==> src/dma_pkg.sv <==
`default_nettype none

package dma_pkg;

    localparam int DMA_ADDR_W  = 32;
    localparam int DMA_DATA_W  = 64;

    // one sector per burst
    localparam int BURST_WORDS = 64;
    localparam int BURST_IDX_W = 6;

endpackage

`default_nettype wire

==> src/sector_if.sv <==
`timescale 1ns/10ps
`default_nettype none

interface sector_if;

    logic [dma_pkg::DMA_ADDR_W-1:0] ddr_addr;     // target of the sector in flight
    logic                           last_sector;  // final sector of the table
    logic                           filled;       // 64th word written
    logic                           draining;     // burst not finished yet

    // sequencer side
    modport seq (
        output ddr_addr,
        output last_sector,
        input  filled,
        input  draining
    );

    // buffer side
    modport buff (
        input  ddr_addr,
        input  last_sector,
        output filled,
        output draining
    );

endinterface

`default_nettype wire

==> src/sector_buffer.sv <==
`timescale 1ns/10ps
`default_nettype none

module sector_buffer (
    input  wire                             clk_50M,
    input  wire                             i_rst_n,
    input  wire                             i_word_valid,
    input  wire  [dma_pkg::DMA_DATA_W-1:0]  i_word,
    input  wire                             i_dma_wbusy,
    input  wire                             i_dma_wvalid,
    sector_if.buff                          sif,
    output logic [dma_pkg::DMA_ADDR_W-1:0]  o_dma_waddr,
    output logic                            o_dma_wareq,
    output logic [dma_pkg::DMA_DATA_W-1:0]  o_dma_wdata
);

    logic [dma_pkg::DMA_DATA_W-1:0]  mem [0:dma_pkg::BURST_WORDS-1];
    logic [dma_pkg::BURST_IDX_W-1:0] wr_idx;
    logic [dma_pkg::BURST_IDX_W-1:0] rd_idx;
    logic                            draining;
    logic                            req_sent;   // request already made for this burst
    logic                            take_word;
    logic                            last_take;

    localparam logic [dma_pkg::BURST_IDX_W-1:0] LAST_IDX =
        dma_pkg::BURST_IDX_W'(dma_pkg::BURST_WORDS - 1);

    assign sif.filled   = i_word_valid && (wr_idx == LAST_IDX);
    assign sif.draining = draining;

    assign take_word   = draining && i_dma_wvalid;
    assign last_take   = take_word && (rd_idx == LAST_IDX);
    assign o_dma_wdata = mem[rd_idx];    // combinational read

    always_ff @(posedge clk_50M) begin
        if (i_word_valid) begin
            mem[wr_idx] <= i_word;
        end
        if (sif.filled) begin
            o_dma_waddr <= sif.ddr_addr;
        end
    end

    // indices wrap at 64 on their own
    always_ff @(posedge clk_50M or negedge i_rst_n) begin
        if (!i_rst_n) begin
            wr_idx <= '0;
            rd_idx <= '0;
        end else begin
            if (i_word_valid) begin
                wr_idx <= wr_idx + 1'b1;
            end
            if (take_word) begin
                rd_idx <= rd_idx + 1'b1;
            end
        end
    end

    always_ff @(posedge clk_50M or negedge i_rst_n) begin
        if (!i_rst_n) begin
            draining <= 1'b0;
        end else if (sif.filled) begin
            draining <= 1'b1;
        end else if (last_take) begin
            draining <= 1'b0;
        end
    end

    // request once per burst, drop when the dma goes busy
    always_ff @(posedge clk_50M or negedge i_rst_n) begin
        if (!i_rst_n) begin
            o_dma_wareq <= 1'b0;
            req_sent    <= 1'b0;
        end else begin
            if (o_dma_wareq && i_dma_wbusy) begin
                o_dma_wareq <= 1'b0;
            end else if (draining && !req_sent && !i_dma_wbusy) begin
                o_dma_wareq <= 1'b1;
                req_sent    <= 1'b1;
            end
            if (last_take) begin
                req_sent <= 1'b0;
            end
        end
    end

endmodule

`default_nettype wire

==> src/flat_wrapper.sv <==
// flat-port wrapper written by rule: the top's interface ports become plain ports
module sector_buffer_flat 
  (clk_50M, i_rst_n, i_word_valid, i_word, i_dma_wbusy, i_dma_wvalid, o_dma_waddr, o_dma_wareq, o_dma_wdata, sif_ddr_addr, sif_last_sector, sif_filled, sif_draining);
  sector_if sif_i ();
  input  wire clk_50M;
  input  wire i_rst_n;
  input  wire i_word_valid;
  input  wire  [dma_pkg::DMA_DATA_W-1:0] i_word;
  input  wire i_dma_wbusy;
  input  wire i_dma_wvalid;
  output logic [dma_pkg::DMA_ADDR_W-1:0] o_dma_waddr;
  output logic o_dma_wareq;
  output logic [dma_pkg::DMA_DATA_W-1:0] o_dma_wdata;
  input wire logic [$bits(sif_i.ddr_addr)-1:0] sif_ddr_addr;
  input wire logic [$bits(sif_i.last_sector)-1:0] sif_last_sector;
  output wire logic [$bits(sif_i.filled)-1:0] sif_filled;
  output wire logic [$bits(sif_i.draining)-1:0] sif_draining;
  assign sif_i.ddr_addr = sif_ddr_addr;
  assign sif_i.last_sector = sif_last_sector;
  assign sif_filled = sif_i.filled;
  assign sif_draining = sif_i.draining;
  sector_buffer u_core (.clk_50M(clk_50M), .i_rst_n(i_rst_n), .i_word_valid(i_word_valid), .i_word(i_word), .i_dma_wbusy(i_dma_wbusy), .i_dma_wvalid(i_dma_wvalid), .sif(sif_i), .o_dma_waddr(o_dma_waddr), .o_dma_wareq(o_dma_wareq), .o_dma_wdata(o_dma_wdata));
endmodule
==> config.mk <==
export PLATFORM = sky130hd
export DESIGN_NAME = sector_buffer_flat
export DESIGN_NICKNAME = d
export VERILOG_FILES = /design/src/dma_pkg.sv /design/src/sector_if.sv /design/src/sector_buffer.sv /design/src/flat_wrapper.sv
export SDC_FILE = /design/constraint.sdc
export NUM_CORES = 2
export LEC_CHECK = 0
export BUFFER_PORTS_ARGS = -buffer_cell sky130_fd_sc_hd__buf_2
export CAP_MARGIN = 20
export CORE_MARGIN = 2
export CORE_UTILIZATION = 50
export DETAILED_ROUTE_END_ITERATION = 12
export PLACE_DENSITY = 0.69
export SLEW_MARGIN = 15
export SYNTH_ARGS = -nofsm -noshare
export SYNTH_HDL_FRONTEND = slang
export SYNTH_SLANG_ARGS = --single-unit
==> constraint.sdc <==
create_clock -name clk_50M -period 5.5 [get_ports clk_50M]
set_clock_uncertainty 0.05 [all_clocks]
set_input_delay 0.275 -clock clk_50M [delete_from_list [all_inputs] [get_ports clk_50M]]
set_output_delay 0.275 -clock clk_50M [all_outputs]
set_load 0.02 [all_outputs]
==> key figures <==
Status
  • Status: finished, final reports clean

Pwr
  • Peak VDD IR: 315 µV
  • PwrDens: 406 mW/mm²
  • Power, Total: 73.0 mW
  • Static Leak: 54.5 nW

Die
  • CORE AREA: 0.312 mm²
  • Die Ht: 565 µm
  • Row count: 205
  • I/O pin cnt: approximately 200
  • Die X: 565 µm
  • Starting Density: 50.3%
  • Die Area: ~0.32 mm²

Global route
  • Largest net degree at the start of global routing: 105
  • First-pass GRT wire length: 594,000 µm
  • Routing usage on met3: roughly 5.9%
  • GRT Resource Usage Total: 26.6%
  • Met1 GRT Util: 36.7%
  • Total grt overflow: 0
  • Vias in the first global route: slightly below 80,000
  • Grt peak-use layer: met2
  • GR Layer Usage met2: 42.0%
  • Initial antenna violation count: 24

Placed design
  • Buffers on Ports: roughly 200
  • DP Wirelength: about 230,000 µm
  • Placed cells: between 10,000 and 15,000
  • RD Place Congestion: 0.800

Critical path
  • Max FO, Critical Path: 42
  • Critical path class: reg2out
  • CP endpoint kind: primary output
  • R2R cell count: 4
  • Startpoint types: flop
  • R2R Path End: u_core.mem[27][32]
  • Crit path required time: slightly above 5000 ps
  • R2R Setup Slk: 1820 ps
  • Reg-to-Reg Start: u_core.wr_idx[0]
  • Crit path DAT: approximately 4800 ps

Route
  • DRT Wirelength: 427,000 µm
  • Post-route ant nets: 0
  • Vias per cell: 6.60
  • Drt drc: 0
  • Pre-antenna DRT Iters: 8
  • Detailed router's first-iteration violation count: ~11,000
  • Vias: a little under 80,000
  • WL per Instance: 36.1 µm

Logic synthesis
  • Async set-reset flop share out of synthesis: 0.362%
  • Syn Nets: 6,817
  • EDFF count, synth: around 4,100
  • Syn_area_per_cell: ~23 µm²
  • Synth cell types: 48
  • Count of mapped cells out of synthesis: 6,713
  • Sequential cell area fraction in the yosys report: 79.1%
  • #FFs+latches synth: 4,143
  • Synth top area share: 78.9%
  • Post-Syn Area: 0.157 mm²
  • Synth top area cells: edfxtp_1, mux4_2, mux2i_1
  • Synth area leader: edfxtp_1
  • Ys Warns: 0
  • Synth Flop Type: edfxtp_1

Clocking
  • CTS Root Buffer Type: clkbuf_16
  • Number of clock sinks: about 4,100
  • Cts bufs inserted: 406
  • CTS tree: done
  • Clk_lat worst skew: approximately 940 ps
  • Clock transition at path regs: 60 ps
  • H-tree depth: 5
  • Clock Tree Buf Depth: 4
  • Setup bufs post-CTS: 0
  • Cts repair resizes: 0

Layout
  • Area grow syn2layout: 14.4%
  • Layout filler cell count: 21,800
  • Area of the multi-input gates: about 0.032 mm²
  • Layout Utilization: between 50% and 60%
  • Non-Filler Instances: approximately 12,000
  • Layout cells sized above 1: 28.2%
  • Layout Nets: 7,444
  • Register Area: between 0.1 and 0.15 mm²

Hold path
  • Hold path endpoint: u_core.mem[31][12]
  • Min-delay src: i_word[12]
  • Hold Crit Depth: 1
  • Hold WC Path Type: in2reg

STA
  • Setup TNS: 0 ps
  • Fmax: 195 MHz
  • Final period util: between 90% and 100%
  • Period minus WS final: 5140 ps
  • Max transition margin: 14.3%
  • RSZ-0062 raised after global routing: no
  • Max-slew violations: 0
  • Setup violations, final: 0
  • Final Hold Vio Count: 0
  • Worst-margin pin slew: 1270 ps

Job
  • MaxCap Viol Count: 0
==> power by group <==
group	internal, mW	switching [mW]
Clock	15.4	11.8
Sequential	35.9	0.383
Combinational	4.16	5.36
==> placed cells by master (no fill, tap or decap), types with 93 or more instances in the layout <==
master,Yosys,final
buf_4,23,199
nand2_1,99,97
clkinv_1,0,93
edfxtp_1,4128,4128
mux4_2,921,921
clkbuf_16,0,409
mux2_2,109,109
buf_2,140,198
o221ai_1,127,127
clkbuf_1,168,101
dlygate4sd3_1,0,128
mux2i_1,330,330
==> cell type report <==
cell class,count,area share [%]
clock inverter,245,1.36
antenna,9,0.0125
inverter,3,0.0104
timing repair buffer,612,3.09
clock buffer,510,5.91
multi-input combinational,2174,17.6
sequential,4143,69.2
tap,4140,2.88
==> flip-flops by register name, indices dropped and copies added (netlist names) <==
register,count
u_core.mem,4096
u_core.req_sent,1
u_core.sif.draining,1
u_core.wr_idx,6
u_core.o_dma_wareq,1
u_core.o_dma_waddr,32
u_core.rd_idx,6
==> synth_stat cells (15+ instances only) <==
cell type / count
edfxtp_1: 4128
mux4_2: 921
mux2i_1: 330
clkbuf_1: 168
buf_2: 140
o221ai_1: 127
mux2_2: 109
nand2_1: 99
nor2_1: 70
o22ai_1: 65
a221oi_1: 63
a22o_1: 55
buf_1: 49
a211o_1: 39
a21oi_1: 36
a22oi_1: 34
a211oi_1: 30
o22a_1: 30
o21ai_0: 29
a32oi_1: 25
buf_4: 23
o311ai_0: 22
dfrtp_1: 15
==> worst max path at each step <==
stage,slack [ps],endpoint,start
global route,160,o_dma_wdata[55],u_core.rd_idx[0]
global placement,1050,o_dma_wdata[1],u_core.rd_idx[0]
CTS,300,o_dma_wdata[55],u_core.rd_idx[0]
detailed placement,1300,o_dma_wdata[55],u_core.rd_idx[0]
finish,360,o_dma_wdata[55],u_core.rd_idx[0]
floorplan,1170,u_core.mem[24][0],u_core.wr_idx[3]
==> critical path, stage by stage (launching register included) <==
cell and delay (ps):
dfrtp_4 1000, buf_12 410, buf_4 670, mux4_2 600, mux2i_1 160, o221ai_1 150
a22o_1 470, buf_2 270
==> cell families after synthesis <==
logic type / count (synthesis) / share of synthesized area, %
adder cells (fa/ha/maj): 2 / 0.0159
buffers and inverters: 396 / 1.17
XOR/XNOR: 9 / 0.0502
AO/OA/AOI/OAI: 582 / 2.93
AND/OR/NAND/NOR: 221 / 0.610
flip-flops: 4143 / 79.1
multiplexers: 1360 / 16.1
==> repair_timing <==
item	4_1_cts	5_1_grt
hold endpoints to repair	2114	856
hold buffers	113	15
setup endpoints to repair	0	0
==> metrics by stage <==
| step | worst slack (ps) | hold slack [ps] | cell area [µm²] |
|---|---|---|---|
| 3_3_place_gp | 1050 | 244 | 165000 |
| 4_1_cts | 296 | 4.26 | 179000 |
| 3_5_place_dp | 1300 | 254 | 165000 |
| 6_report | 359 | 48.1 | 180000 |
| 2_1_floorplan | 1170 | -70.6 | 157000 |
| 5_1_grt | 163 | 81.6 | 180000 |
==> per-layer routing <==
| layer | vias to the layer above | part of all wire, % | wire length [µm] |
|---|---|---|---|
| met2 | 5020 | 48 | 203000 |
| met3 | 883 | 11 | 47700 |
| met1 | 41900 | 37 | 158000 |
| met5 | - | 0.028 | 121 |
| li1 | 30300 | - | - |
| met4 | 18 | 4.2 | 17900 |
Power figures use the tool's default switching activity.
