`src/sd_loader_pkg.sv`:
```
`default_nettype none

package sd_loader_pkg;

    localparam int SEC_ADDR_W = 32;
    localparam int FILE_NUM   = 3;
    localparam int FILE_SEL_W = 2;
    localparam int SEC_BYTES  = 512;
    localparam int RD_DATA_W  = 16;       // sd controller read word

    // one file on the card
    typedef struct packed {
        logic [SEC_ADDR_W-1:0] start_sec;
        logic [SEC_ADDR_W-1:0] sec_cnt;
        logic [31:0]           ddr_base;
    } file_entry_t;

    // loaded in table order
    localparam file_entry_t FILE_TABLE [0:FILE_NUM-1] = '{
        '{
            start_sec: 32'd100,
            sec_cnt:   32'd2,
            ddr_base:  32'h4000_0000
        },
        '{
            start_sec: 32'd200,
            sec_cnt:   32'd1,
            ddr_base:  32'h5000_0000
        },
        '{
            start_sec: 32'd300,
            sec_cnt:   32'd3,
            ddr_base:  32'h6000_0000
        }
    };

endpackage

`default_nettype wire

```
`src/dma_pkg.sv`:
```
`default_nettype none

package dma_pkg;

    localparam int DMA_ADDR_W  = 32;
    localparam int DMA_DATA_W  = 64;

    // one sector per burst
    localparam int BURST_WORDS = 64;
    localparam int BURST_IDX_W = 6;

endpackage

`default_nettype wire

```
`src/halfword_packer.sv`:
```
`timescale 1ns/10ps
`default_nettype none

module halfword_packer (
    input  wire                                 clk_50M,
    input  wire                                 i_rst_n,
    input  wire                                 i_sd_init_done,
    input  wire                                 i_rd_val_en,
    input  wire  [sd_loader_pkg::RD_DATA_W-1:0] i_rd_val_data,
    output logic                                o_word_valid,
    output logic [dma_pkg::DMA_DATA_W-1:0]      o_word
);

    logic [1:0]                          hw_cnt;     // halfwords in the current word
    logic [sd_loader_pkg::RD_DATA_W-1:0] hw_swapped;
    logic [dma_pkg::DMA_DATA_W-1:0]      shreg;

    // card delivers the high byte first
    assign hw_swapped = {i_rd_val_data[7:0], i_rd_val_data[15:8]};
    assign o_word     = shreg;

    always_ff @(posedge clk_50M or negedge i_rst_n) begin
        if (!i_rst_n) begin
            hw_cnt       <= '0;
            o_word_valid <= 1'b0;
        end else if (!i_sd_init_done) begin
            hw_cnt       <= '0;
            o_word_valid <= 1'b0;
        end else if (i_rd_val_en) begin
            hw_cnt       <= hw_cnt + 1'b1;
            o_word_valid <= (hw_cnt == 2'd3);
        end else begin
            o_word_valid <= 1'b0;
        end
    end

    // newest halfword on top, first one ends up in 15:0
    always_ff @(posedge clk_50M) begin
        if (i_rd_val_en) begin
            shreg <= {hw_swapped, shreg[dma_pkg::DMA_DATA_W-1:sd_loader_pkg::RD_DATA_W]};
        end
    end

endmodule

`default_nettype wire

```
`config.mk`:
```
export PLATFORM = sky130hd
export DESIGN_NAME = halfword_packer
export DESIGN_NICKNAME = d
export VERILOG_FILES = /design/src/sd_loader_pkg.sv /design/src/dma_pkg.sv /design/src/halfword_packer.sv
export SDC_FILE = /design/constraint.sdc
export NUM_CORES = 1
export LEC_CHECK = 0
export BUFFER_PORTS_ARGS = -buffer_cell sky130_fd_sc_hd__buf_4
export CORE_UTILIZATION = 50
export CTS_CLUSTER_DIAMETER = 60
export DETAILED_ROUTE_END_ITERATION = 12
export PLACE_DENSITY = 0.88
export SYNTH_ARGS = -nofsm -noshare
export SYNTH_HDL_FRONTEND = slang
export SYNTH_SLANG_ARGS = --single-unit
export TNS_END_PERCENT = 20
```
`constraint.sdc`:
```
create_clock -name clk_50M -period 2.2 [get_ports clk_50M]
set_clock_uncertainty 0.1 [all_clocks]
set_input_delay 0.55 -clock clk_50M [delete_from_list [all_inputs] [get_ports clk_50M]]
set_output_delay 0.55 -clock clk_50M [all_outputs]
set_load 0.1 [all_outputs]
```
==> out/metrics.csv, run 1 <==
stage;metric;value;unit
worst_setup_path;crit_chain;buf_4;
worst_setup_path;cp-endpoint;o_word[39];
final_layout;multi_input_area;51.3;sq um
die;die_y;66.0;microns
worst_setup_path;cp.arrival;1.01;ns
routing;vias_per_cell;4.76;
die;die_w;66.0;microns
final_layout;antenna_cells;0;
timing;tightest_slew;0.324;ns
routing;wire_per_inst;16.2;microns
timing;hold_ws;0.298;ns
worst_setup_path;rr_startpoint;hw_cnt[0];
hold_path;min_path_type;in -> reg;
timing;hold_violations;0;
worst_setup_path;crit_path_start;o_word[39];
worst_setup_path;worst_setup_path_start_kind;flip-flop;
worst_setup_path;slowest_delay;0.37;ns
final_layout;regArea;2000;sq um
logic_synthesis;ys_seq_elements;67;
logic_synthesis;syn_nets;94;
timing;timing.setup.tns;0;ns
clock_network;htreeDepth;3;
job;max-cap-violations;0;
final_layout;fin_nets;192;
die;start_util;0.539;
routing;drtIter0Drc;35;
final_layout;fill_cells;206;
clock_network;clkTransAtPathRegs;0.07;ns
timing;grt_setup_unrepaired;no;
logic_synthesis;ys_seq_area_frac;0.975;
routing;drc;0;
timing;setup_viol;0;
pwr;p_int;2020;uW
worst_setup_path;cp.depth;1;
timing;layout_min_cycle_time;1.66;ns
routing;first_pass_iters;4;
logic_synthesis;syn_area;2050;sq um
die;dieArea;4360;sq um
pwr;seq_power_share;0.496;
logic_synthesis;synthDistinctLibCells;8;
timing;drv_slew;0;
routing;antenna_left;0;
pwr;power_leakage;0.00121;uW
pwr;p_comb_frac;0.243;
worst_setup_path;critPathBufInv;1;
clock_network;clockRootBuffer;clkbuf_8;
logic_synthesis;yosys_warnings;0;
die;rows;22;
timing;fin_crit_sh;0.753;
logic_synthesis;synthCells;73;
die;core_area;3800;sq um
timing;fmax;603;MHz
worst_setup_path;critPathSlowestCell;edfxtp_1;
pwr;power_frac_clock;0.261;
worst_setup_path;criticalPathCategory;reg -> out;
worst_setup_path;required;1.55;ns
final_layout;fin_util;0.773;
global_route;overflow;0;
clock_network;numCtsBuffers;9;
clock_network;post_cts_buffers;0;
worst_setup_path;worstRegToRegCells;3;
pwr;ir_worst_vdd;0.755;mV
clock_network;cts_tree;built;
global_route;grt_pass1_vias;1023;
final_layout;drive_gt1_frac;0.580;
die;io_pins;85;
worst_setup_path;critPathTopFamily;flip-flops;
placed_design;globalplace.congestion;0.739;
global_route;grt_pass1_wl;5240;microns
worst_setup_path;path_max_fanout;2;
global_route;grt_max_degree;30;
worst_setup_path;r2r-end;hw_cnt[1];
clock_network;clk_latency;0.32;ns
pwr;swShare;0.349;
logic_synthesis;syn_area_per_cell;28.1;sq um
global_route;grt_usage;0.182;
worst_setup_path;endpoint_kind;primary output;
timing;slew_headroom;0.784;
clock_network;cts.sinks;67;
status;status;completed;
global_route;antenna_found_initial;0;
worst_setup_path;r2r_slack;1.11;ns
placed_design;portBuffers;84;
routing;wl;3630;microns
pwr;switching_power;1080;uW
clock_network;clockBufferDepth;2;
final_layout;area_delta_synth_final;43.4;%
pwr;power.density;1060;nW/um^2
routing;vias;1066;
## flip-flops by register name, indices dropped and copies added (netlist names)
register	count
hw_cnt	2
o_word_valid	1
o_word	64
## area by class of cell
class,instances,area share
Clock buffer,10,0.0435
Clock inverter,6,0.0111
Multi-Input combinational cell,6,0.0175
Sequential cell,67,0.680
Tap cell,48,0.0205
Timing Repair Buffer,87,0.228
## stage by stage
step | cells | area (sq um) | setup WS, ns | power, uW
after floorplan | 73 | 2050 | 0.635 | 2130
after global placement | 207 | 2770 | 0.680 | 2300
after detailed placement | 207 | 2770 | 0.652 | 2320
after CTS | 224 | 2940 | 0.518 | 3120
after global routing | 224 | 2940 | 0.501 | 3200
final | 224 | 2940 | 0.543 | 3100
## worst register-to-register path, cell delays in order (launching register included)
cell     delay (ns)
dfrtp_1        0.39
ha_1           0.29
mux2i_1        0.14
nor2b_1        0.06
## what timing repair did
action,in CTS,in global routing
resized for setup,0,0
endpoints found under the hold margin,3,0
hold buffers,1,0
## routing by layer
layer / global-route usage / wire length [microns] / up-vias / share of wire
li1: - / - / 486 / -
met1: 0.190 / 1230 / 515 / 0.34
met2: 0.304 / 2020 / 51 / 0.56
met3: 0.0552 / 220 / 14 / 0.061
met4: 0.138 / 159 / 0 / 0.044
met5: 0 / 0 / - / 0
## cells in the final DEF, fill, tap and decap left out
cell / netlist / routed
buf_4: 0 / 85
edfxtp_1: 64 / 64
clkbuf_8: 0 / 9
clkinv_2: 0 / 5
dfrtp_1: 3 / 3
and3_2: 1 / 1
xor2_1: 1 / 1
and2_1: 1 / 1
mux2i_1: 1 / 1
nor2b_1: 1 / 1
ha_1: 1 / 1
clkbuf_1: 0 / 1
clkinvlp_4: 0 / 1
dlygate4sd3_1: 0 / 1
buf_12: 0 / 1
## worst min-delay path by stage
stage / startpoint / endpoint / slack [ns] / cells after the start
finish: i_rd_val_data[15] / o_word[55] / 0.30 / 1
global route: i_rd_val_data[6] / o_word[62] / 0.28 / 1
CTS: i_rd_val_data[1] / o_word[57] / 0.28 / 1
global placement: i_rst_n / o_word_valid / 0.24 / 1
detailed placement: i_rst_n / o_word_valid / 0.24 / 1
floorplan: i_rst_n / hw_cnt[0] / 0.15 / 0
## Yosys cell counts
| cell type | count | share of area |
|---|---|---|
| mux2i_1 | 1 | 0.0049 |
| ha_1 | 1 | 0.0061 |
| dfrtp_1 | 3 | 0.037 |
| xor2_1 | 1 | 0.0043 |
| and3_2 | 1 | 0.0037 |
| edfxtp_1 | 64 | 0.94 |
| nor2b_1 | 1 | 0.0031 |
| and2_1 | 1 | 0.0031 |
## cells by family (layout without fill, tap and decap cells)
group / after synthesis / after routing / share of synthesized area
flops: 67 / 67 / 0.975
fa+ha+maj: 1 / 1 / 0.00611
buf+inv: 0 / 103 / 0
mux: 1 / 1 / 0.00489
xor+xnor: 1 / 1 / 0.00428
simple gates: 3 / 3 / 0.00978
## power groups by stage
stage | Sequential (uW) | Clock [uW] | Combinational, uW
floorplan | 2130 | 0 | 7.06
global placement | 1560 | 0 | 746
detailed placement | 1570 | 0 | 753
CTS | 1540 | 826 | 756
global route | 1550 | 884 | 766
finish | 1540 | 811 | 753
No activity file was read; power rests on OpenSTA's default activity.
==> run 2, diff against run 1 <==
--- a/config.mk
+++ b/config.mk
@@ -6,10 +6,10 @@
 export NUM_CORES = 1
 export LEC_CHECK = 0
 export BUFFER_PORTS_ARGS = -buffer_cell sky130_fd_sc_hd__buf_4
-export CORE_UTILIZATION = 50
+export CORE_UTILIZATION = 46
 export CTS_CLUSTER_DIAMETER = 60
 export DETAILED_ROUTE_END_ITERATION = 12
-export PLACE_DENSITY = 0.88
+export PLACE_DENSITY = 0.82
 export SYNTH_ARGS = -nofsm -noshare
 export SYNTH_HDL_FRONTEND = slang
 export SYNTH_SLANG_ARGS = --single-unit
==> constraint.sdc (replaced) <==
create_clock -name clk_50M -period 1.59 [get_ports clk_50M]
set_clock_uncertainty 0.1 [all_clocks]
set_input_delay 0.3975 -clock clk_50M [delete_from_list [all_inputs] [get_ports clk_50M]]
set_output_delay 0.3975 -clock clk_50M [all_outputs]
set_load 0.1 [all_outputs]
==> run 2 against run 1 <==
Net effect: hold slack worse by 0.15 ns; clock-buffer cell count is 1 higher; register-to-register slack worse by 0.61 ns; sequential cell count stayed put; cell area is 0.21% higher; clock power is 34% higher; critical path depth stayed put; non-clock buffer count stayed put; sequential share of layout area is 0.14 points lower; utilization is 6.3 points lower.
==> out/metrics.csv, run 2 (same netlist as run 1, synthesis figures left out) <==
stage;metric;value;unit
final_layout;area_delta_synth_final;43.7;%
clock_network;clk_latency;0.32;ns
timing;drv_slew;0;
global_route;overflow;0;
global_route;grtUsageMet3;0.0576;
worst_setup_path;endpoint_kind;primary output;
pwr;seq_power_share;0.499;
worst_setup_path;critPathTopFamily;flip-flops;
pwr;swShare;0.346;
die;dieArea;4720;sq um
routing;vias;1063;
global_route;met1_usage;0.176;
worst_setup_path;required;1.09;ns
timing;fmax;664;MHz
timing;timing.setup.tns;0;ns
clock_network;cts.sinks;67;
timing;slew_headroom;0.808;
global_route;grt_pass1_vias;1027;
die;io_pins;85;
clock_network;clkTransAtPathRegs;0.06;ns
global_route;antenna_found_initial;0;
die;core_area;4140;sq um
hold_path;min_path_type;in -> reg;
timing;layout_min_cycle_time;1.51;ns
clock_network;cts_tree;built;
global_route;use_met2;0.286;
timing;fin_crit_sh;0.948;
pwr;p_int;2790;uW
die;start_util;0.494;
pwr;switching_power;1480;uW
routing;first_pass_iters;5;
final_layout;final_common_cell;buf_4;
final_layout;drive_gt1_frac;0.551;
global_route;grt_usage;0.169;
final_layout;antenna_cells;0;
worst_setup_path;crit_chain;buf_4;
pwr;finalPower;4270;uW
global_route;grt_max_degree;30;
status;status;completed;
job;max-cap-violations;0;
timing;tightest_slew;0.290;ns
worst_setup_path;criticalPathCategory;reg -> out;
routing;antenna_left;0;
final_layout;layout.cells.most_common_list;buf_4, edfxtp_1, clkbuf_8;
placed_design;globalplace.congestion;0.644;
final_layout;fin_nets;192;
pwr;ir_worst_vdd;0.918;mV
worst_setup_path;critPathSlowestCell;edfxtp_1;
timing;grt_setup_unrepaired;no;
clock_network;htreeDepth;3;
timing;setup_viol;0;
clock_network;numCtsBuffers;9;
global_route;grt_pass1_wl;5200;microns
placed_design;place_area;2780;sq um
global_route;grt-busiest-layer;met2;
die;rows;23;
timing;hold_violations;0;
clock_network;clockBufferDepth;2;
die;die_y;68.7;microns
worst_setup_path;cp.arrival;1.01;ns
routing;wl;3720;microns
routing;wire_per_inst;16.4;microns
routing;vias_per_cell;4.70;
placed_design;portBuffers;84;
die;die_w;68.7;microns
pwr;power_frac_clock;0.256;
pwr;p_comb_frac;0.245;
pwr;power_leakage;0.00120;uW
worst_setup_path;slowest_delay;0.38;ns
worst_setup_path;r2r_slack;0.50;ns
routing;drc;0;
final_layout;final_area;2940;sq um
final_layout;largest_reg_flops;64;
pwr;power.density;1450;nW/um^2
worst_setup_path;critPathBufInv;1;
worst_setup_path;path_max_fanout;2;
worst_setup_path;worst_setup_path_start_kind;flip-flop;
clock_network;clockRootBuffer;clkbuf_8;
routing;drtIter0Drc;57;
## run 2: changes by cell type in the layout (fill, tap and decap cells not counted)
cell / previous run / this run
clkinv_1: 0 / 4
clkinvlp_4: 1 / 0
clkinv_2: 5 / 1
clkbuf_1: 1 / 2
buf_4: 85 / 84
buf_12: 1 / 2
## run 2: path summary, 6_finish.rpt
kind	startpoint	end	cells after the start
min in group asynchronous	i_rst_n	hw_cnt[0]	2
hold reg to reg	o_word[34]	o_word[18]	0
max in group asynchronous	i_rst_n	o_word_valid	2
hold / removal	i_rd_val_data[13]	o_word[53]	1
setup / recovery	o_word[62]	o_word[62]	1
setup reg to reg	hw_cnt[0]	hw_cnt[1]	3
## run 2: metrics by stage
step	hold slack, ns	setup slack (ns)	cells	utilization
6_report	0.148	0.0832	226	0.710
5_1_grt	0.133	0.0531	226	0.710
4_1_cts	0.139	0.0737	226	0.710
3_5_place_dp	0.0903	0.300	209	0.671
3_3_place_gp	0.0859	0.339	209	0.671
2_1_floorplan	0.00191	0.177	73	-
## run 2: cell type report
type / count / area (sq um)
clock buffer: 11 / 131
timing repair buffer: 87 / 681
tap: 50 / 62.6
fill: 266 / 1200
clock inverter: 5 / 20.0
sequential: 67 / 2000
multi-input combinational: 6 / 51.3
## run 2: power by group through the flow
stage,combinational [uW],sequential [uW],clock [uW]
5_1_grt,1070,2140,1190
2_1_floorplan,9.76,2940,0
4_1_cts,1050,2130,1120
3_3_place_gp,1040,2160,0
6_report,1050,2130,1090
3_5_place_dp,1050,2170,0
## run 2: what timing repair did
action | 4_1_cts | 5_1_grt
hold endpoints to repair | 3 | 0
gates resized for setup | 0 | 0
setup buffers | 0 | 0
hold buffers | 1 | 0
## run 2: layer usage
layer	vias to the layer above	part of all wire	routed length, microns
met3	10	0.054	200
met5	-	0	0
met1	524	0.34	1260
met2	41	0.58	2150
met4	0	0.029	106
li1	488	-	-
==> run 3, diff against run 2 <==
--- a/config.mk
+++ b/config.mk
@@ -5,6 +5,7 @@
 export SDC_FILE = /design/constraint.sdc
 export NUM_CORES = 1
 export LEC_CHECK = 0
+export ABC_AREA = 1
 export BUFFER_PORTS_ARGS = -buffer_cell sky130_fd_sc_hd__buf_4
 export CORE_UTILIZATION = 46
 export CTS_CLUSTER_DIAMETER = 60
==> run 3 against run 2 <==
Net effect: die area up 0.12%; via count is 0.47% lower; critical endpoint is now o_word[54]; sequential share of layout area decreased by 1.1 points; critical path type unchanged; highest routed layer unchanged.
==> out/metrics.csv, run 3 <==
stage;metric;value;unit
placed_design;globalplace.congestion;0.743;
timing;slew_headroom;0.807;
clock_network;cts_tree;built;
worst_setup_path;cp.arrival;0.99;ns
pwr;finalPower;4520;uW
logic_synthesis;yosysMostFrequentCell;edfxtp_1;
logic_synthesis;ys_async_sr_fraction;0.0448;
global_route;grt_max_degree;31;
placed_design;portBuffers;84;
clock_network;clkTransAtPathRegs;0.06;ns
worst_setup_path;r2r_slack;0.56;ns
clock_network;numCtsBuffers;9;
worst_setup_path;worstRegToRegCells;3;
final_layout;area_delta_synth_final;45.9;%
global_route;grt_pass1_vias;1075;
routing;first_pass_iters;4;
logic_synthesis;synth_edf_count;64;
hold_path;hold_path_end;o_word[57];
timing;grt_setup_unrepaired;no;
clock_network;clk_latency;0.31;ns
final_layout;regArea;2000;sq um
timing;setup_viol;0;
logic_synthesis;ys.flop_type;edfxtp_1;
hold_path;worstHoldPathCells;1;
routing;antenna_left;0;
logic_synthesis;ys_seq_area_frac;0.974;
worst_setup_path;path_max_fanout;2;
logic_synthesis;syn_nets;98;
die;io_pins;85;
timing;hold_ws;0.157;ns
timing;tightest_slew;0.292;ns
routing;drtIter0Drc;63;
timing;timing.setup.tns;0;ns
timing;setup_slack;0.0977;ns
worst_setup_path;worst_setup_path_start_kind;flip-flop;
timing;fin_crit_sh;0.939;
final_layout;fill_cells;263;
logic_synthesis;synthDistinctLibCells;7;
routing;vias_per_cell;4.60;
worst_setup_path;critPathBufInv;1;
status;status;completed;
die;core_area;4140;sq um
pwr;ir_worst_vdd;0.928;mV
worst_setup_path;required;1.09;ns
worst_setup_path;critPathTopFamily;flip-flops;
logic_synthesis;synth_area_leaders;edfxtp_1, dfrtp_1, nand3_1;
final_layout;layout.cells.most_common_list;buf_4, edfxtp_1, clkbuf_8;
hold_path;min_path_type;in -> reg;
logic_synthesis;synthCells;77;
timing;hold_violations;0;
final_layout;drive_gt1_frac;0.550;
pwr;power_leakage;0.00124;uW
clock_network;post_cts_resized;0;
logic_synthesis;ys_seq_elements;67;
worst_setup_path;crit_chain;buf_4;
logic_synthesis;syn_area;2050;sq um
global_route;grt_pass1_wl;4950;microns
clock_network;clockBufferDepth;2;
placed_design;post-place-ws;0.290;ns
timing;layout_min_cycle_time;1.49;ns
global_route;antenna_found_initial;0;
final_layout;final_common_cell;buf_4;
timing;drv_slew;0;
worst_setup_path;rr_startpoint;hw_cnt[0];
die;dieArea;4730;sq um
die;start_util;0.495;
clock_network;clockRootBuffer;clkbuf_8;
final_layout;fin_nets;196;
logic_synthesis;syn_area_per_cell;26.6;sq um
routing;vias;1058;
worst_setup_path;r2r-end;hw_cnt[1];
timing;fmax;670;MHz
routing;wire_per_inst;15.3;microns
worst_setup_path;criticalPathCategory;reg -> out;
logic_synthesis;synth_top_area_share;0.937;
routing;wl;3510;microns
final_layout;largest_reg_flops;64;
global_route;grt_usage;0.158;
die;die_w;68.8;microns
job;max-cap-violations;0;
pwr;power.density;1510;nW/um^2
logic_synthesis;synth_top_area_cell;edfxtp_1;
worst_setup_path;slowest_delay;0.37;ns
hold_path;hold_start;i_rd_val_data[1];
routing;drc;0;
global_route;overflow;0;
final_layout;antenna_cells;0;
final_layout;multi_input_area;46.3;sq um
worst_setup_path;critPathSlowestCell;edfxtp_1;
die;rows;23;
clock_network;cts.sinks;67;
clock_network;htreeDepth;3;
logic_synthesis;synthTopCellsByCount;edfxtp_1, nand3_1, dfrtp_1, inv_1, nand2_1;
worst_setup_path;endpoint_kind;primary output;
die;die_y;68.8;microns
logic_synthesis;yosys_warnings;0;
-- run 3: cell types whose count changed after synthesis --
cell / previous run / this run
nand3_1: 0 / 4
inv_1: 0 / 2
nand2_1: 0 / 2
and2_1: 1 / 0
and3_1: 0 / 1
and3_2: 1 / 0
mux2i_1: 1 / 0
nor2b_1: 1 / 0
xor2_1: 1 / 0
-- run 3: worst max path at each step --
stage               cells past startpoint   startpoint  slack [ns]         end
finish                                  1   o_word[54]         0.1  o_word[54]
global route                            1   o_word[28]        0.07  o_word[28]
CTS                                     1   o_word[54]        0.08  o_word[54]
detailed placement                      5  i_rd_val_en        0.29   hw_cnt[0]
global placement                        2  i_rd_val_en        0.35   o_word[3]
floorplan                               0   o_word[16]        0.18  o_word[16]
-- run 3: cell families (layout without fill, tap and decap cells) --
| family | Yosys count | in the layout | synth area share |
|---|---|---|---|
| adder cells (fa/ha/maj) | 1 | 1 | 0.00610 |
| buffers and inverters | 2 | 105 | 0.00366 |
| flip-flops | 67 | 67 | 0.974 |
| AND/OR/NAND/NOR | 7 | 7 | 0.0165 |
-- run 3: timing repair --
action / CTS / global route
hold buffers: 1 / 0
endpoints found under the hold margin: 3 / 0
buffers inserted: 0 / 0
endpoints found under the setup margin: 0 / 0
-- run 3: area by class of cell --
type	count	area share
sequential	67	0.668
inverter	2	0.00251
clock inverter	2	0.0117
multi-input combinational	8	0.0155
clock buffer	14	0.0544
tap	50	0.0209
timing repair buffer	87	0.228
-- run 3: per-stage QoR --
step	utilization	cell area, sq um	instances
after floorplan	-	2050	77
after global placement	0.672	2780	213
after detailed placement	0.672	2780	213
after CTS	0.722	2990	230
after global routing	0.722	2990	230
final	0.722	2990	230
-- run 3: power breakdown --
group,leakage [uW],switching [uW],internal [uW]
logic,0.000468,868,174
clock network,0.000101,543,810
registers,0.000667,52.8,2070
total,0.00124,1460,3060
-- run 3: layer usage --
metal,wire [microns],GRT usage
met5,0,0
met4,78,0.115
met3,214,0.0477
met2,2080,0.287
met1,1140,0.150
