`src/sd_loader_pkg.sv`:
```
`default_nettype none

package sd_loader_pkg;

    localparam int SEC_ADDR_W = 32;
    localparam int FILE_NUM   = 3;
    localparam int FILE_SEL_W = 2;
    localparam int SEC_BYTES  = 512;
    localparam int RD_DATA_W  = 16;       // sd controller read word

    // one file on the card
    typedef struct packed {
        logic [SEC_ADDR_W-1:0] start_sec;
        logic [SEC_ADDR_W-1:0] sec_cnt;
        logic [31:0]           ddr_base;
    } file_entry_t;

    // loaded in table order
    localparam file_entry_t FILE_TABLE [0:FILE_NUM-1] = '{
        '{
            start_sec: 32'd100,
            sec_cnt:   32'd2,
            ddr_base:  32'h4000_0000
        },
        '{
            start_sec: 32'd200,
            sec_cnt:   32'd1,
            ddr_base:  32'h5000_0000
        },
        '{
            start_sec: 32'd300,
            sec_cnt:   32'd3,
            ddr_base:  32'h6000_0000
        }
    };

endpackage

`default_nettype wire

```
`src/dma_pkg.sv`:
```
`default_nettype none

package dma_pkg;

    localparam int DMA_ADDR_W  = 32;
    localparam int DMA_DATA_W  = 64;

    // one sector per burst
    localparam int BURST_WORDS = 64;
    localparam int BURST_IDX_W = 6;

endpackage

`default_nettype wire

```
`src/sector_if.sv`:
```
`timescale 1ns/10ps
`default_nettype none

interface sector_if;

    logic [dma_pkg::DMA_ADDR_W-1:0] ddr_addr;     // target of the sector in flight
    logic                           last_sector;  // final sector of the table
    logic                           filled;       // 64th word written
    logic                           draining;     // burst not finished yet

    // sequencer side
    modport seq (
        output ddr_addr,
        output last_sector,
        input  filled,
        input  draining
    );

    // buffer side
    modport buff (
        input  ddr_addr,
        input  last_sector,
        output filled,
        output draining
    );

endinterface

`default_nettype wire

```
`src/file_sequencer.sv`:
```
`timescale 1ns/10ps
`default_nettype none

module file_sequencer (
    input  wire                                clk_50M,
    input  wire                                i_rst_n,
    input  wire                                i_sd_init_done,
    input  wire                                i_rd_busy,
    sector_if.seq                              sif,
    output logic                               o_rd_start_en,
    output logic [sd_loader_pkg::SEC_ADDR_W-1:0] o_rd_sec_addr,
    output logic                               o_load_done
);

    sd_loader_pkg::file_entry_t              cur_file;
    logic [sd_loader_pkg::FILE_SEL_W-1:0]    file_sel;
    logic [sd_loader_pkg::SEC_ADDR_W-1:0]    sec_offset;
    logic [dma_pkg::DMA_ADDR_W-1:0]          ddr_addr;
    logic                                    rd_pending;   // waiting for the sector to fill
    logic                                    last_filled;  // final sector is in the buffer
    logic                                    last_in_file;
    logic                                    start_ok;

    assign cur_file      = sd_loader_pkg::FILE_TABLE[file_sel];
    assign o_rd_sec_addr = cur_file.start_sec + sec_offset;
    assign last_in_file  = (sec_offset == cur_file.sec_cnt - 1'b1);

    assign sif.ddr_addr    = ddr_addr;
    assign sif.last_sector = last_in_file &&
                             (file_sel == sd_loader_pkg::FILE_SEL_W'(sd_loader_pkg::FILE_NUM - 1));

    // one sector at a time, never while the buffer drains
    assign start_ok = !i_rd_busy && !rd_pending && !sif.draining && !last_filled;

    always_ff @(posedge clk_50M or negedge i_rst_n) begin
        if (!i_rst_n) begin
            o_rd_start_en <= 1'b0;
            rd_pending    <= 1'b0;
            last_filled   <= 1'b0;
            o_load_done   <= 1'b0;
            file_sel      <= '0;
            sec_offset    <= '0;
        end else begin
            o_rd_start_en <= 1'b0;
            if (i_sd_init_done) begin
                if (start_ok) begin
                    o_rd_start_en <= 1'b1;
                    rd_pending    <= 1'b1;
                end

                if (sif.filled) begin
                    rd_pending <= 1'b0;
                    if (sif.last_sector) begin
                        last_filled <= 1'b1;
                    end
                    if (last_in_file) begin
                        sec_offset <= '0;
                        if (!sif.last_sector) begin
                            file_sel <= file_sel + 1'b1;
                        end
                    end else begin
                        sec_offset <= sec_offset + 1'b1;
                    end
                end

                // burst of the final sector has gone out
                if (last_filled && !sif.draining) begin
                    o_load_done <= 1'b1;
                end
            end
        end
    end

    // base on the first sector of a file, then step per sector
    always_ff @(posedge clk_50M) begin
        if (i_sd_init_done) begin
            if (start_ok && sec_offset == '0) begin
                ddr_addr <= cur_file.ddr_base;
            end else if (sif.filled) begin
                ddr_addr <= ddr_addr + dma_pkg::DMA_ADDR_W'(sd_loader_pkg::SEC_BYTES);
            end
        end
    end

endmodule

`default_nettype wire

```
`src/flat_wrapper.sv`:
```
// flat-port wrapper written by rule: the top's interface ports become plain ports
module file_sequencer_flat 
  (clk_50M, i_rst_n, i_sd_init_done, i_rd_busy, o_rd_start_en, o_rd_sec_addr, o_load_done, sif_ddr_addr, sif_last_sector, sif_filled, sif_draining);
  sector_if sif_i ();
  input  wire clk_50M;
  input  wire i_rst_n;
  input  wire i_sd_init_done;
  input  wire i_rd_busy;
  output logic o_rd_start_en;
  output logic [sd_loader_pkg::SEC_ADDR_W-1:0] o_rd_sec_addr;
  output logic o_load_done;
  output wire logic [$bits(sif_i.ddr_addr)-1:0] sif_ddr_addr;
  output wire logic [$bits(sif_i.last_sector)-1:0] sif_last_sector;
  input wire logic [$bits(sif_i.filled)-1:0] sif_filled;
  input wire logic [$bits(sif_i.draining)-1:0] sif_draining;
  assign sif_ddr_addr = sif_i.ddr_addr;
  assign sif_last_sector = sif_i.last_sector;
  assign sif_i.filled = sif_filled;
  assign sif_i.draining = sif_draining;
  file_sequencer u_core (.clk_50M(clk_50M), .i_rst_n(i_rst_n), .i_sd_init_done(i_sd_init_done), .i_rd_busy(i_rd_busy), .sif(sif_i), .o_rd_start_en(o_rd_start_en), .o_rd_sec_addr(o_rd_sec_addr), .o_load_done(o_load_done));
endmodule
```
`config.mk`:
```
export PLATFORM = sky130hd
export DESIGN_NAME = file_sequencer_flat
export DESIGN_NICKNAME = d
export VERILOG_FILES = /design/src/sd_loader_pkg.sv /design/src/dma_pkg.sv /design/src/sector_if.sv /design/src/file_sequencer.sv /design/src/flat_wrapper.sv
export SDC_FILE = /design/constraint.sdc
export NUM_CORES = 1
export LEC_CHECK = 0
export BUFFER_PORTS_ARGS = -buffer_cell sky130_fd_sc_hd__buf_2
export CORE_UTILIZATION = 33
export CTS_CLUSTER_DIAMETER = 50
export DETAILED_ROUTE_END_ITERATION = 10
export GPL_TIMING_DRIVEN = 0
export PLACE_DENSITY_LB_ADDON = 0.1
export SETUP_SLACK_MARGIN = 0.2
export SLEW_MARGIN = 20
export SYNTH_ARGS = -nofsm -noshare
export SYNTH_HDL_FRONTEND = slang
export SYNTH_SLANG_ARGS = --single-unit
```
`constraint.sdc`:
```
create_clock -name clk_50M -period 3.1 [get_ports clk_50M]
set_input_delay 0.93 -clock clk_50M [delete_from_list [all_inputs] [get_ports clk_50M]]
set_output_delay 0.93 -clock clk_50M [all_outputs]
set_load 0.02 [all_outputs]
```
==> impl_metrics.json, run 1 <==
{
  "rsz0062_at_grt": "true",
  "synthCells": 448,
  "critPathCaptureType": "output port",
  "reg2reg_slack_ns": 0.50,
  "drtIter0Drc": 220,
  "fmax_ghz": 0.261,
  "hold_start": "u_core.rd_pending$_DFFE_PN0P_",
  "ys_ff_latch": 61,
  "worst_slack_ns": -0.727,
  "setup_violations": 27,
  "synth_async_sr_flop_share_pct": 62.3,
  "whs_ns": 0.481,
  "start_util_pct": 34.3,
  "layout.cells.non_filler": 746,
  "numPortBuffers": 63,
  "die_y_um": 114,
  "regArea_sq_um": 1650,
  "syn_area_per_cell_sq_um": 9.26,
  "crit_top_cell": "buf_6",
  "die-area_sq_um": 13000,
  "cp_cell_sequence": "inv_2 -> ha_4 -> buf_6 -> fa_2 -> and3b_2 -> o21a_1 -> o2111ai_2 -> nand3_2 -> buf_6 -> nand4_1 -> xnor2_2 -> buf_4",
  "drive_above_1_share_pct": 42.2,
  "grt_pass1_vias": 3605,
  "slew_violations": 0,
  "holdPathEnd": "u_core.o_rd_start_en$_DFF_PN0_",
  "drc": 0,
  "p_leak_nw": 2.75,
  "synthFlopType": "dfrtp_1",
  "routed-via-count": 3590,
  "max_stage_delay_ns": 0.40,
  "avgViaCountPerCell": 4.81,
  "p_per_area_nw_per_um2": 408,
  "hold_viol": 0,
  "path_max_fanout": 5,
  "cts_sinks": 61,
  "antenna_found_initial": 0,
  "whs_path_depth": 1,
  "cts_tree": "built",
  "place.detailed.hpwl_mm": 7.45,
  "wl_mm": 11.1,
  "p_int_mw": 1.74,
  "worstRegToRegCells": 6,
  "status": "complete, but fails checks",
  "grt-ovfl-total": 0,
  "power_frac_seq_pct": 38.9,
  "dr.pass1.iters": 4,
  "cp_slowest_cell": "dfrtp_1",
  "place_inst": 687,
  "clockPowerShare_pct": 39.5,
  "fillers": 1157,
  "cp_top_family": "adder cells",
  "nNetsFinal": 594,
  "crit_required_ns": 2.17,
  "multi_input_area_sq_um": 2790,
  "swShare_pct": 29.4,
  "n_antenna_cell": 0,
  "insertion_delay_ns": 0.33,
  "worstSetupPathType": "reg2out",
  "h-tree-depth": 3,
  "drtAntennaViolNets": 0,
  "period_share_pct": 123,
  "clockBufferDepth": 2,
  "grt_max_degree": 39,
  "worst_slew_pin_slew_ns": 0.942,
  "grt_pass1_wl_mm": 18.6,
  "cp_num_buf_inv": 4,
  "switchingPower_mw": 0.723,
  "grt_usage_pct": 18.5,
  "hold_class": "reg2reg",
  "cp-start-kind": "register",
  "seq_area_frac_synth_pct": 39.6,
  "gp_congestion": 0.774,
  "syn_area_sq_um": 4150,
  "cts_buffers": 9,
  "root_buffer": "clkbuf_16",
  "cap_violations": 0,
  "path_clk_slew_ns": 0.06,
  "rr_endpoint": "u_core.sif.ddr_addr[31]$_DFFE_PP_",
  "violations": "negative setup slack",
  "cts_hold_buf": 0,
  "fp-row-count": 40,
  "share_comb_of_total_power_pct": 21.6,
  "fin_area_sq_um": 6040,
  "fin_crit_ns": 3.83,
  "arrival_ns": 2.90,
  "die-width_um": 114,
  "synth-edff-count": 23,
  "drt-wirelength-per-cell_um": 14.9,
  "place_area_sq_um": 4960,
  "synthToLayoutAreaGrowth_pct": 45.6,
  "skew_ns": 0.00659,
  "vdd_ir_drop_max_mv": 0.219,
  "finalSetupTns_ns": -14.61,
  "slew_headroom_pct": 37.2,
  "r2r_start": "u_core.sec_offset[3]$_DFFE_PN0P_",
  "yosys.cell_types.count": 53,
  "boundaryPins": 73,
  "synth_warnings": 0,
  "core_area_sq_um": 12100
}
-- stage by stage --
stage               total power, mW  setup WS (ns)  util, %
CTS                            2.47         -0.772     48.6
finish                         2.46         -0.727     49.9
global route                   2.59         -0.824     49.9
global placement               1.40         -0.435     41.0
floorplan                      1.27         -0.110        -
detailed placement             1.41         -0.470     41.0
-- Yosys cell counts, types with 2 or more instances --
| library cell | number | area (sq um) |
|---|---|---|
| edfxtp_1 | 23 | 691 |
| a21o_1 | 2 | 15.0 |
| and4_4 | 2 | 22.5 |
| dfrtp_1 | 38 | 951 |
| ha_1 | 14 | 175 |
| xnor2_1 | 38 | 333 |
| and4_1 | 6 | 52.6 |
| nor4_4 | 2 | 42.5 |
| mux2i_1 | 2 | 20.0 |
| o21ai_0 | 10 | 50.1 |
| inv_1 | 13 | 48.8 |
| nand4_1 | 21 | 131 |
| nor3_1 | 8 | 40.0 |
| nand2b_1 | 2 | 12.5 |
| xor2_1 | 38 | 333 |
| nor2_1 | 74 | 278 |
| buf_2 | 14 | 70.1 |
| o21a_1 | 4 | 30.0 |
| nand3_1 | 23 | 115 |
| or3_1 | 5 | 31.3 |
| buf_4 | 12 | 90.1 |
| a21oi_1 | 4 | 20.0 |
| clkbuf_1 | 4 | 15.0 |
| buf_6 | 2 | 22.5 |
| nand2_1 | 31 | 116 |
| and3_1 | 5 | 31.3 |
| nor4_1 | 12 | 75.1 |
| or2_2 | 2 | 12.5 |
| o21bai_1 | 2 | 15.0 |
| clkbuf_2 | 4 | 20.0 |
| and2_1 | 9 | 56.3 |
-- area by class of cell --
cell class	instances	area share, %
inverter	13	0.807
clock inverter	5	0.849
clock buffer	11	3.85
timing repair buffer	105	13.2
tap	168	3.48
buffer	36	4.31
multi-input combinational	347	46.2
sequential	61	27.3
-- registers in the layout, summed over array words and instances (netlist names) --
register / cells
u_core.sec_offset: 32
u_core.rd_pending: 1
u_core.o_rd_start_en: 1
u_core.sif.ddr_addr: 23
u_core.last_filled: 1
u_core.file_sel: 2
u_core.o_load_done: 1
-- power by group through the flow --
stage	clock network (mW)	logic, mW	registers (mW)
2_1_floorplan	0	0.311	0.963
3_3_place_gp	0	0.434	0.968
3_5_place_dp	0	0.442	0.969
4_1_cts	1.00	0.508	0.956
5_1_grt	1.04	0.584	0.966
6_report	0.974	0.532	0.957
-- per-layer routing --
| metal | GRT usage (%) | vias up | share of wire [%] |
|---|---|---|---|
| li1 | - | 1769 | - |
| met4 | 5.19 | 0 | 0.86 |
| met5 | 0 | - | 0 |
| met3 | 3.71 | 6 | 3.8 |
| met2 | 31.9 | 78 | 50 |
| met1 | 23.4 | 1737 | 45 |
-- worst max-delay path by stage --
| stage | depth (start not counted) | end | slack [ns] | startpoint |
|---|---|---|---|---|
| finish | 12 | o_rd_sec_addr[30] | -0.73 | u_core.file_sel[0]$_DFFE_PN0P_ |
| CTS | 12 | o_rd_sec_addr[31] | -0.77 | u_core.file_sel[1]$_DFFE_PN0P_ |
| global placement | 12 | o_rd_sec_addr[30] | -0.44 | u_core.file_sel[0]$_DFFE_PN0P_ |
| global route | 13 | o_rd_sec_addr[31] | -0.82 | u_core.file_sel[0]$_DFFE_PN0P_ |
| floorplan | 10 | o_rd_sec_addr[31] | -0.11 | u_core.file_sel[0]$_DFFE_PN0P_ |
| detailed placement | 12 | o_rd_sec_addr[30] | -0.47 | u_core.file_sel[0]$_DFFE_PN0P_ |
-- repair_timing --
action | in CTS | in global routing
pin swaps | 29 | 22
cloned | 2 | 0
buffers inserted | 34 | 7
gates resized for setup | 94 | 22
endpoints found under the setup margin | 51 | 53
-- kinds of logic after synthesis --
family                     after synthesis  share of synthesized area, %
xor gates and xnor gates                76                          16.0
AOI/OAI and AO/OA                       30                          4.91
DFF                                     61                          39.6
buffers and inverters                   49                          6.42
and+or+nand+nor                        214                          27.8
other                                    1                        0.0904
muxes                                    2                         0.482
adders and majority gates               15                          4.70
-- cells in the final DEF, fill, tap and decap left out, types with 4 or more instances in the layout --
| cell | synthesis | layout |
|---|---|---|
| xor2_2 | 0 | 11 |
| ha_4 | 0 | 4 |
| buf_6 | 2 | 21 |
| nand3_2 | 0 | 4 |
| nand2_1 | 31 | 27 |
| ha_1 | 14 | 7 |
| xor2_1 | 38 | 27 |
| nor2_1 | 74 | 67 |
| nor3_4 | 1 | 4 |
| and3_1 | 5 | 5 |
| or3_1 | 5 | 5 |
| edfxtp_1 | 23 | 23 |
| xnor2_1 | 38 | 24 |
| conb_1 | 1 | 9 |
| buf_4 | 12 | 63 |
| nand4_1 | 21 | 21 |
| nor2_4 | 0 | 6 |
| o21ai_0 | 10 | 9 |
| xnor2_2 | 0 | 13 |
| clkbuf_16 | 0 | 9 |
| nor4_4 | 2 | 4 |
| nor4_1 | 12 | 7 |
| buf_2 | 14 | 46 |
| clkbuf_1 | 4 | 5 |
| dfrtp_1 | 38 | 30 |
| nand2_2 | 0 | 4 |
| inv_1 | 13 | 10 |
| nand3_1 | 23 | 17 |
| nor3_1 | 8 | 4 |
| nor4_2 | 1 | 4 |
| dfrtp_2 | 0 | 8 |
| and4_1 | 6 | 6 |
| and2_1 | 9 | 9 |
Power figures use the tool's default switching activity.
==> inputs of run 2 (changes only) <==
Clock period 3.1 ns to 4.52 ns, I/O delays scaled along.
==> run 2 against run 1 <==
The run now ends clean. Largest cell class unchanged. Non-clock buffer count shrank 38. Sequential share of layout area grew 4.9 points. Largest power group is now registers. Clock power shrank 34%. Critical endpoint unchanged. Critical path type unchanged. Utilization shrank 7.9 points. Power shrank 36%. Design area shrank 16%. Setup slack gained 1.0 ns. Routed wire length shrank 8.2%. Final cell count shrank 5.2%. Highest routed layer unchanged. Via count shrank 4.2%.
==> impl_metrics.json, run 2 (synthesized netlist as in run 1, its figures left out) <==
{
  "routed-via-count": 3440,
  "boundaryPins": 73,
  "grt_usage_pct": 16.4,
  "switchingPower_mw": 0.492,
  "fp-row-count": 40,
  "worstSetupPathType": "reg2out",
  "cp-start-kind": "register",
  "power_frac_seq_pct": 41.0,
  "setup_violations": 0,
  "final_common_cell": "nor2_1",
  "p_int_mw": 1.09,
  "drc": 0,
  "cts_hold_buf": 0,
  "start_util_pct": 34.3,
  "skew_ns": 0.00620,
  "grt_pass1_wl_mm": 16.5,
  "final_core_utilization_pct": 42.0,
  "clockBufferDepth": 2,
  "fillers": 1254,
  "top_layer": "met4",
  "reg.largest.list": "u_core.sec_offset: 32 flops, u_core.sif.ddr_addr: 23 flops, u_core.file_sel: 2 flops",
  "nNetsFinal": 555,
  "drtIter0Drc": 142,
  "die-width_um": 114,
  "worst_slew_pin_slew_ns": 1.02,
  "p_leak_nw": 2.33,
  "avgViaCountPerCell": 4.87,
  "rsz0062_at_grt": "true",
  "share_comb_of_total_power_pct": 18.7,
  "largest_register": "u_core.sec_offset",
  "slew_headroom_pct": 32.1,
  "arrival_ns": 2.87,
  "swShare_pct": 31.0,
  "insertion_delay_ns": 0.34,
  "hold_viol": 0,
  "core_area_sq_um": 12100,
  "numPortBuffers": 63,
  "status": "finished clean",
  "drive_above_1_share_pct": 25.6,
  "final_cell_mix": "nor2_1, buf_2, xor2_1, dfrtp_1, xnor2_1",
  "cap_violations": 0,
  "fmax_ghz": 0.237,
  "grt_pass1_vias": 3204,
  "place.detailed.hpwl_mm": 7.35,
  "grt_max_degree": 39,
  "cts_buffers": 9,
  "path_clk_slew_ns": 0.06,
  "crit_required_ns": 3.16,
  "fin_crit_ns": 4.22,
  "largest_reg_flops": 32,
  "clockPowerShare_pct": 40.3,
  "vdd_ir_drop_max_mv": 0.191,
  "period_share_pct": 93.5,
  "cts_tree": "built",
  "die-area_sq_um": 13000,
  "dr.pass1.iters": 4,
  "h-tree-depth": 3,
  "finalSetupTns_ns": 0,
  "gp_congestion": 0.786,
  "drt-wirelength-per-cell_um": 14.4,
  "p_per_area_nw_per_um2": 312,
  "wl_mm": 10.2,
  "die_y_um": 114,
  "grt-ovfl-total": 0,
  "synthToLayoutAreaGrowth_pct": 22.6,
  "path_max_fanout": 10,
  "dr_wl_met3_um": 385,
  "antenna_found_initial": 0,
  "wirelength_met1_mm": 4.87,
  "critPathCaptureType": "output port",
  "n_antenna_cell": 0,
  "hold_class": "reg2reg",
  "root_buffer": "clkbuf_16",
  "dr_wl_met2_mm": 4.78,
  "drtAntennaViolNets": 0,
  "cts_sinks": 61,
  "slew_violations": 0
}
==> run 2: layer usage <==
metal | track usage [%] | up-vias
met4 | 5.45 | 0
met5 | 0 | -
li1 | - | 1696
met2 | 26.2 | 64
met3 | 3.65 | 9
met1 | 22.0 | 1671
==> run 2: power groups by stage <==
stage | clock (mW) | sequential, mW | combinational [mW]
finish | 0.640 | 0.650 | 0.296
CTS | 0.665 | 0.651 | 0.298
detailed placement | 0 | 0.661 | 0.294
floorplan | 0 | 0.658 | 0.205
global route | 0.688 | 0.657 | 0.328
global placement | 0 | 0.661 | 0.290
==> run 2: metrics by stage <==
step / cells / power [mW] / area (sq um) / setup slack, ns / hold slack [ns]
2_1_floorplan: 456 / 0.863 / 4180 / 0.634 / 0.443
3_3_place_gp: 687 / 0.952 / 4710 / 0.154 / 0.456
3_5_place_dp: 687 / 0.955 / 4710 / 0.130 / 0.473
4_1_cts: 706 / 1.61 / 5050 / 0.204 / 0.477
5_1_grt: 707 / 1.67 / 5090 / 0.147 / 0.503
6_report: 707 / 1.59 / 5090 / 0.295 / 0.477
==> run 2: area by class of cell <==
type                    instances  area [sq um]  area share [%]
plain buffers                  36           224            4.40
clock buffers                   9           225            4.43
clock inverters                 7          51.3            1.01
inverters                      13          48.8           0.959
multi-input cells             346          2320            45.6
flip-flops and latches         61          1640            32.3
well taps                     168           210            4.13
repair buffers                 67           365            7.18
==> run 2: what timing repair did <==
| item | in CTS | in global routing |
|---|---|---|
| gates cloned | 0 | 0 |
| setup endpoints to repair | 22 | 20 |
| buffers inserted | 3 | 1 |
| pin swaps | 2 | 2 |
| gates resized for setup | 7 | 7 |
| endpoints found under the hold margin | 0 | 0 |
==> run 2: critical path: stages (launching register included) <==
cell and delay (ns):
dfrtp_1 0.43, inv_2 0.14, ha_4 0.23, fa_2 0.38, and3b_2 0.25, o21a_1 0.16
o2111ai_1 0.13, nand3_2 0.13, buf_6 0.15, nand4_1 0.10, xnor2_1 0.24, buf_4 0.19
==> run 2: worst paths after layout <==
path | from | to | slack (ns) | cells after the start
setup / recovery | u_core.file_sel[0]$_DFFE_PN0P_ | o_rd_sec_addr[30] | 0.30 | 11
hold / removal | u_core.rd_pending$_DFFE_PN0P_ | u_core.o_rd_start_en$_DFF_PN0_ | 0.48 | 1
setup reg to reg | u_core.sec_offset[19]$_DFFE_PN0P_ | u_core.sif.ddr_addr[17]$_DFFE_PP_ | 1.21 | 6
hold reg to reg | u_core.rd_pending$_DFFE_PN0P_ | u_core.o_rd_start_en$_DFF_PN0_ | 0.48 | 1
max in group asynchronous | i_rst_n | u_core.sec_offset[10]$_DFFE_PN0P_ | 2.81 | 1
min in group asynchronous | i_rst_n | u_core.sec_offset[21]$_DFFE_PN0P_ | 1.15 | 1
==> inputs of run 3 (changes only) <==
Settings changed: CTS_BUF_LIST from default to sky130_fd_sc_hd__clkbuf_2 sky130_fd_sc_hd__clkbuf_4 sky130_fd_sc_hd__clkbuf_8, PLACE_DENSITY_LB_ADDON 0.1 to 0.3.
==> run 3 against run 2 <==
Fmax is 0.54% higher. Utilization is 0.36 points lower. Setup slack better by 0.023 ns. Register-to-register slack better by 0.06 ns. Sequential share of layout area is 0.30 points higher. Sequential cell count stayed put. Highest routed layer unchanged. Critical endpoint unchanged. Critical path depth stayed put. Clock skew is 0.0054 ns higher. Combinational power is 3% higher. Global-route usage is 0.36 points lower.
==> impl_metrics.json, run 3 (synthesized netlist as in run 1, its figures left out) <==
{
  "status": "finished clean",
  "critPathCaptureType": "output port",
  "dr.pass1.iters": 4,
  "grt_pass1_wl_mm": 16.2,
  "rsz0062_at_grt": "true",
  "drc": 0,
  "final_common_cell": "nor2_1",
  "p_leak_nw": 2.32,
  "place.detailed.hpwl_mm": 7.16,
  "core_area_sq_um": 12100,
  "synthToLayoutAreaGrowth_pct": 21.6,
  "clockPowerShare_pct": 37.1,
  "boundaryPins": 73,
  "switchingPower_mw": 0.465,
  "grt_pass1_vias": 3209,
  "final_cell_mix": "nor2_1, buf_2, xor2_1, xnor2_1, dfrtp_1",
  "vdd_ir_drop_max_mv": 0.190,
  "cp-start-kind": "register",
  "share_comb_of_total_power_pct": 20.1,
  "avgViaCountPerCell": 4.82,
  "wl_mm": 9.89,
  "start_util_pct": 34.3,
  "swShare_pct": 30.7,
  "root_buffer": "clkbuf_8",
  "routed-via-count": 3418,
  "reg.largest.list": "u_core.sec_offset: 32 flops, u_core.sif.ddr_addr: 23 flops, u_core.file_sel: 2 flops",
  "finalSetupTns_ns": 0,
  "arrival_ns": 2.85,
  "drt-wirelength-per-cell_um": 14.0,
  "path_clk_slew_ns": 0.08,
  "die-area_sq_um": 13000,
  "hold_viol": 0,
  "fp-row-count": 40,
  "h-tree-depth": 3,
  "grt_usage_pct": 16.0,
  "largest_reg_flops": 32,
  "die_y_um": 114,
  "crit_required_ns": 3.16,
  "cts_sinks": 61,
  "nNetsFinal": 557,
  "hold_class": "reg2reg",
  "antenna_found_initial": 0,
  "grt-ovfl-total": 0,
  "worst_slew_pin_slew_ns": 1.00,
  "period_share_pct": 93.0,
  "path_max_fanout": 10,
  "cap_violations": 0,
  "worstRegToRegCells": 6,
  "fin_crit_ns": 4.20,
  "drtIter0Drc": 331,
  "slew_headroom_pct": 33.4,
  "fmax_ghz": 0.238,
  "gp_congestion": 0.818,
  "slew_violations": 0,
  "p_int_mw": 1.05,
  "insertion_delay_ns": 0.35,
  "numPortBuffers": 63,
  "power_mw": 1.52,
  "grt_max_degree": 39,
  "n_antenna_cell": 0,
  "cts_buffers": 9,
  "clockBufferDepth": 2,
  "power_frac_seq_pct": 42.8,
  "skew_ns": 0.0116,
  "whs_path_depth": 1,
  "drive_above_1_share_pct": 25.7,
  "largest_register": "u_core.sec_offset",
  "die-width_um": 114,
  "drtAntennaViolNets": 0,
  "worstSetupPathType": "reg2out",
  "final_core_utilization_pct": 41.7,
  "cts_tree": "built",
  "setup_violations": 0,
  "p_per_area_nw_per_um2": 301
}
## run 3: cell types whose count changed in the layout (fill, tap and decap cells not counted), moves of 2 or more
cell        change
buf_4           +2
bufinv_16       +2
clkbuf_16       -9
clkbuf_4        +2
clkbuf_8        +9
clkinv_2        -2
clkinvlp_4      -2
## run 3: final timing paths
kind / slack, ns / start / to
max: 0.32 / u_core.file_sel[0]$_DFFE_PN0P_ / o_rd_sec_addr[30]
min: 0.48 / u_core.o_load_done$_DFFE_PN0P_ / u_core.o_load_done$_DFFE_PN0P_
max reg2reg: 1.27 / u_core.sec_offset[15]$_DFFE_PN0P_ / u_core.sif.ddr_addr[28]$_DFFE_PP_
min reg2reg: 0.48 / u_core.o_load_done$_DFFE_PN0P_ / u_core.o_load_done$_DFFE_PN0P_
max in group asynchronous: 2.77 / i_rst_n / u_core.file_sel[1]$_DFFE_PN0P_
min in group asynchronous: 1.13 / i_rst_n / u_core.sec_offset[21]$_DFFE_PN0P_
## run 3: power by group through the flow
stage,Sequential (mW),Combinational [mW],Clock [mW]
6_report,0.650,0.305,0.563
5_1_grt,0.656,0.339,0.597
4_1_cts,0.651,0.299,0.574
3_5_place_dp,0.662,0.294,0
3_3_place_gp,0.660,0.290,0
2_1_floorplan,0.658,0.205,0
## run 3: critical path, cell delays in order (launching register included)
cell and delay, ns:
dfrtp_1 0.39, inv_2 0.13, ha_4 0.24, fa_2 0.37, and3b_1 0.24, o21a_1 0.16
o2111ai_1 0.13, nand3_2 0.14, buf_6 0.16, nand4_1 0.10, xnor2_1 0.24, buf_4 0.19
## run 3: routing by layer
| layer | part of all wire [%] | GRT usage (%) |
|---|---|---|
| met5 | 0 | 0 |
| met4 | 1.5 | 5.19 |
| met3 | 3.2 | 3.23 |
| met2 | 47 | 25.2 |
| met1 | 48 | 22.2 |
## run 3: what timing repair did
| action | in CTS | in global routing |
|---|---|---|
| pin swaps | 2 | 5 |
| endpoints found under the setup margin | 23 | 13 |
| buffers inserted | 2 | 4 |
| hold endpoints to repair | 0 | 0 |
| hold buffers | 0 | 0 |
| resized for setup | 7 | 7 |
## run 3: final cells by class
type                       count  area [sq um]
clock buffer                  11           139
timing repair buffer          69           380
buffer                        36           224
inverter                      13          48.8
tap                          168           210
sequential                    61          1640
clock inverter                 5          86.3
multi-input combinational    346          2310
fill                        1265          7070
## run 3: metrics by stage
| stage | hold slack [ns] | setup WS, ns | cells | instance area (sq um) |
|---|---|---|---|---|
| global route | 0.507 | 0.136 | 709 | 5040 |
| floorplan | 0.443 | 0.634 | 456 | 4180 |
| detailed placement | 0.463 | 0.133 | 687 | 4710 |
| CTS | 0.474 | 0.203 | 705 | 4980 |
| global placement | 0.460 | 0.219 | 687 | 4710 |
| finish | 0.478 | 0.318 | 709 | 5040 |
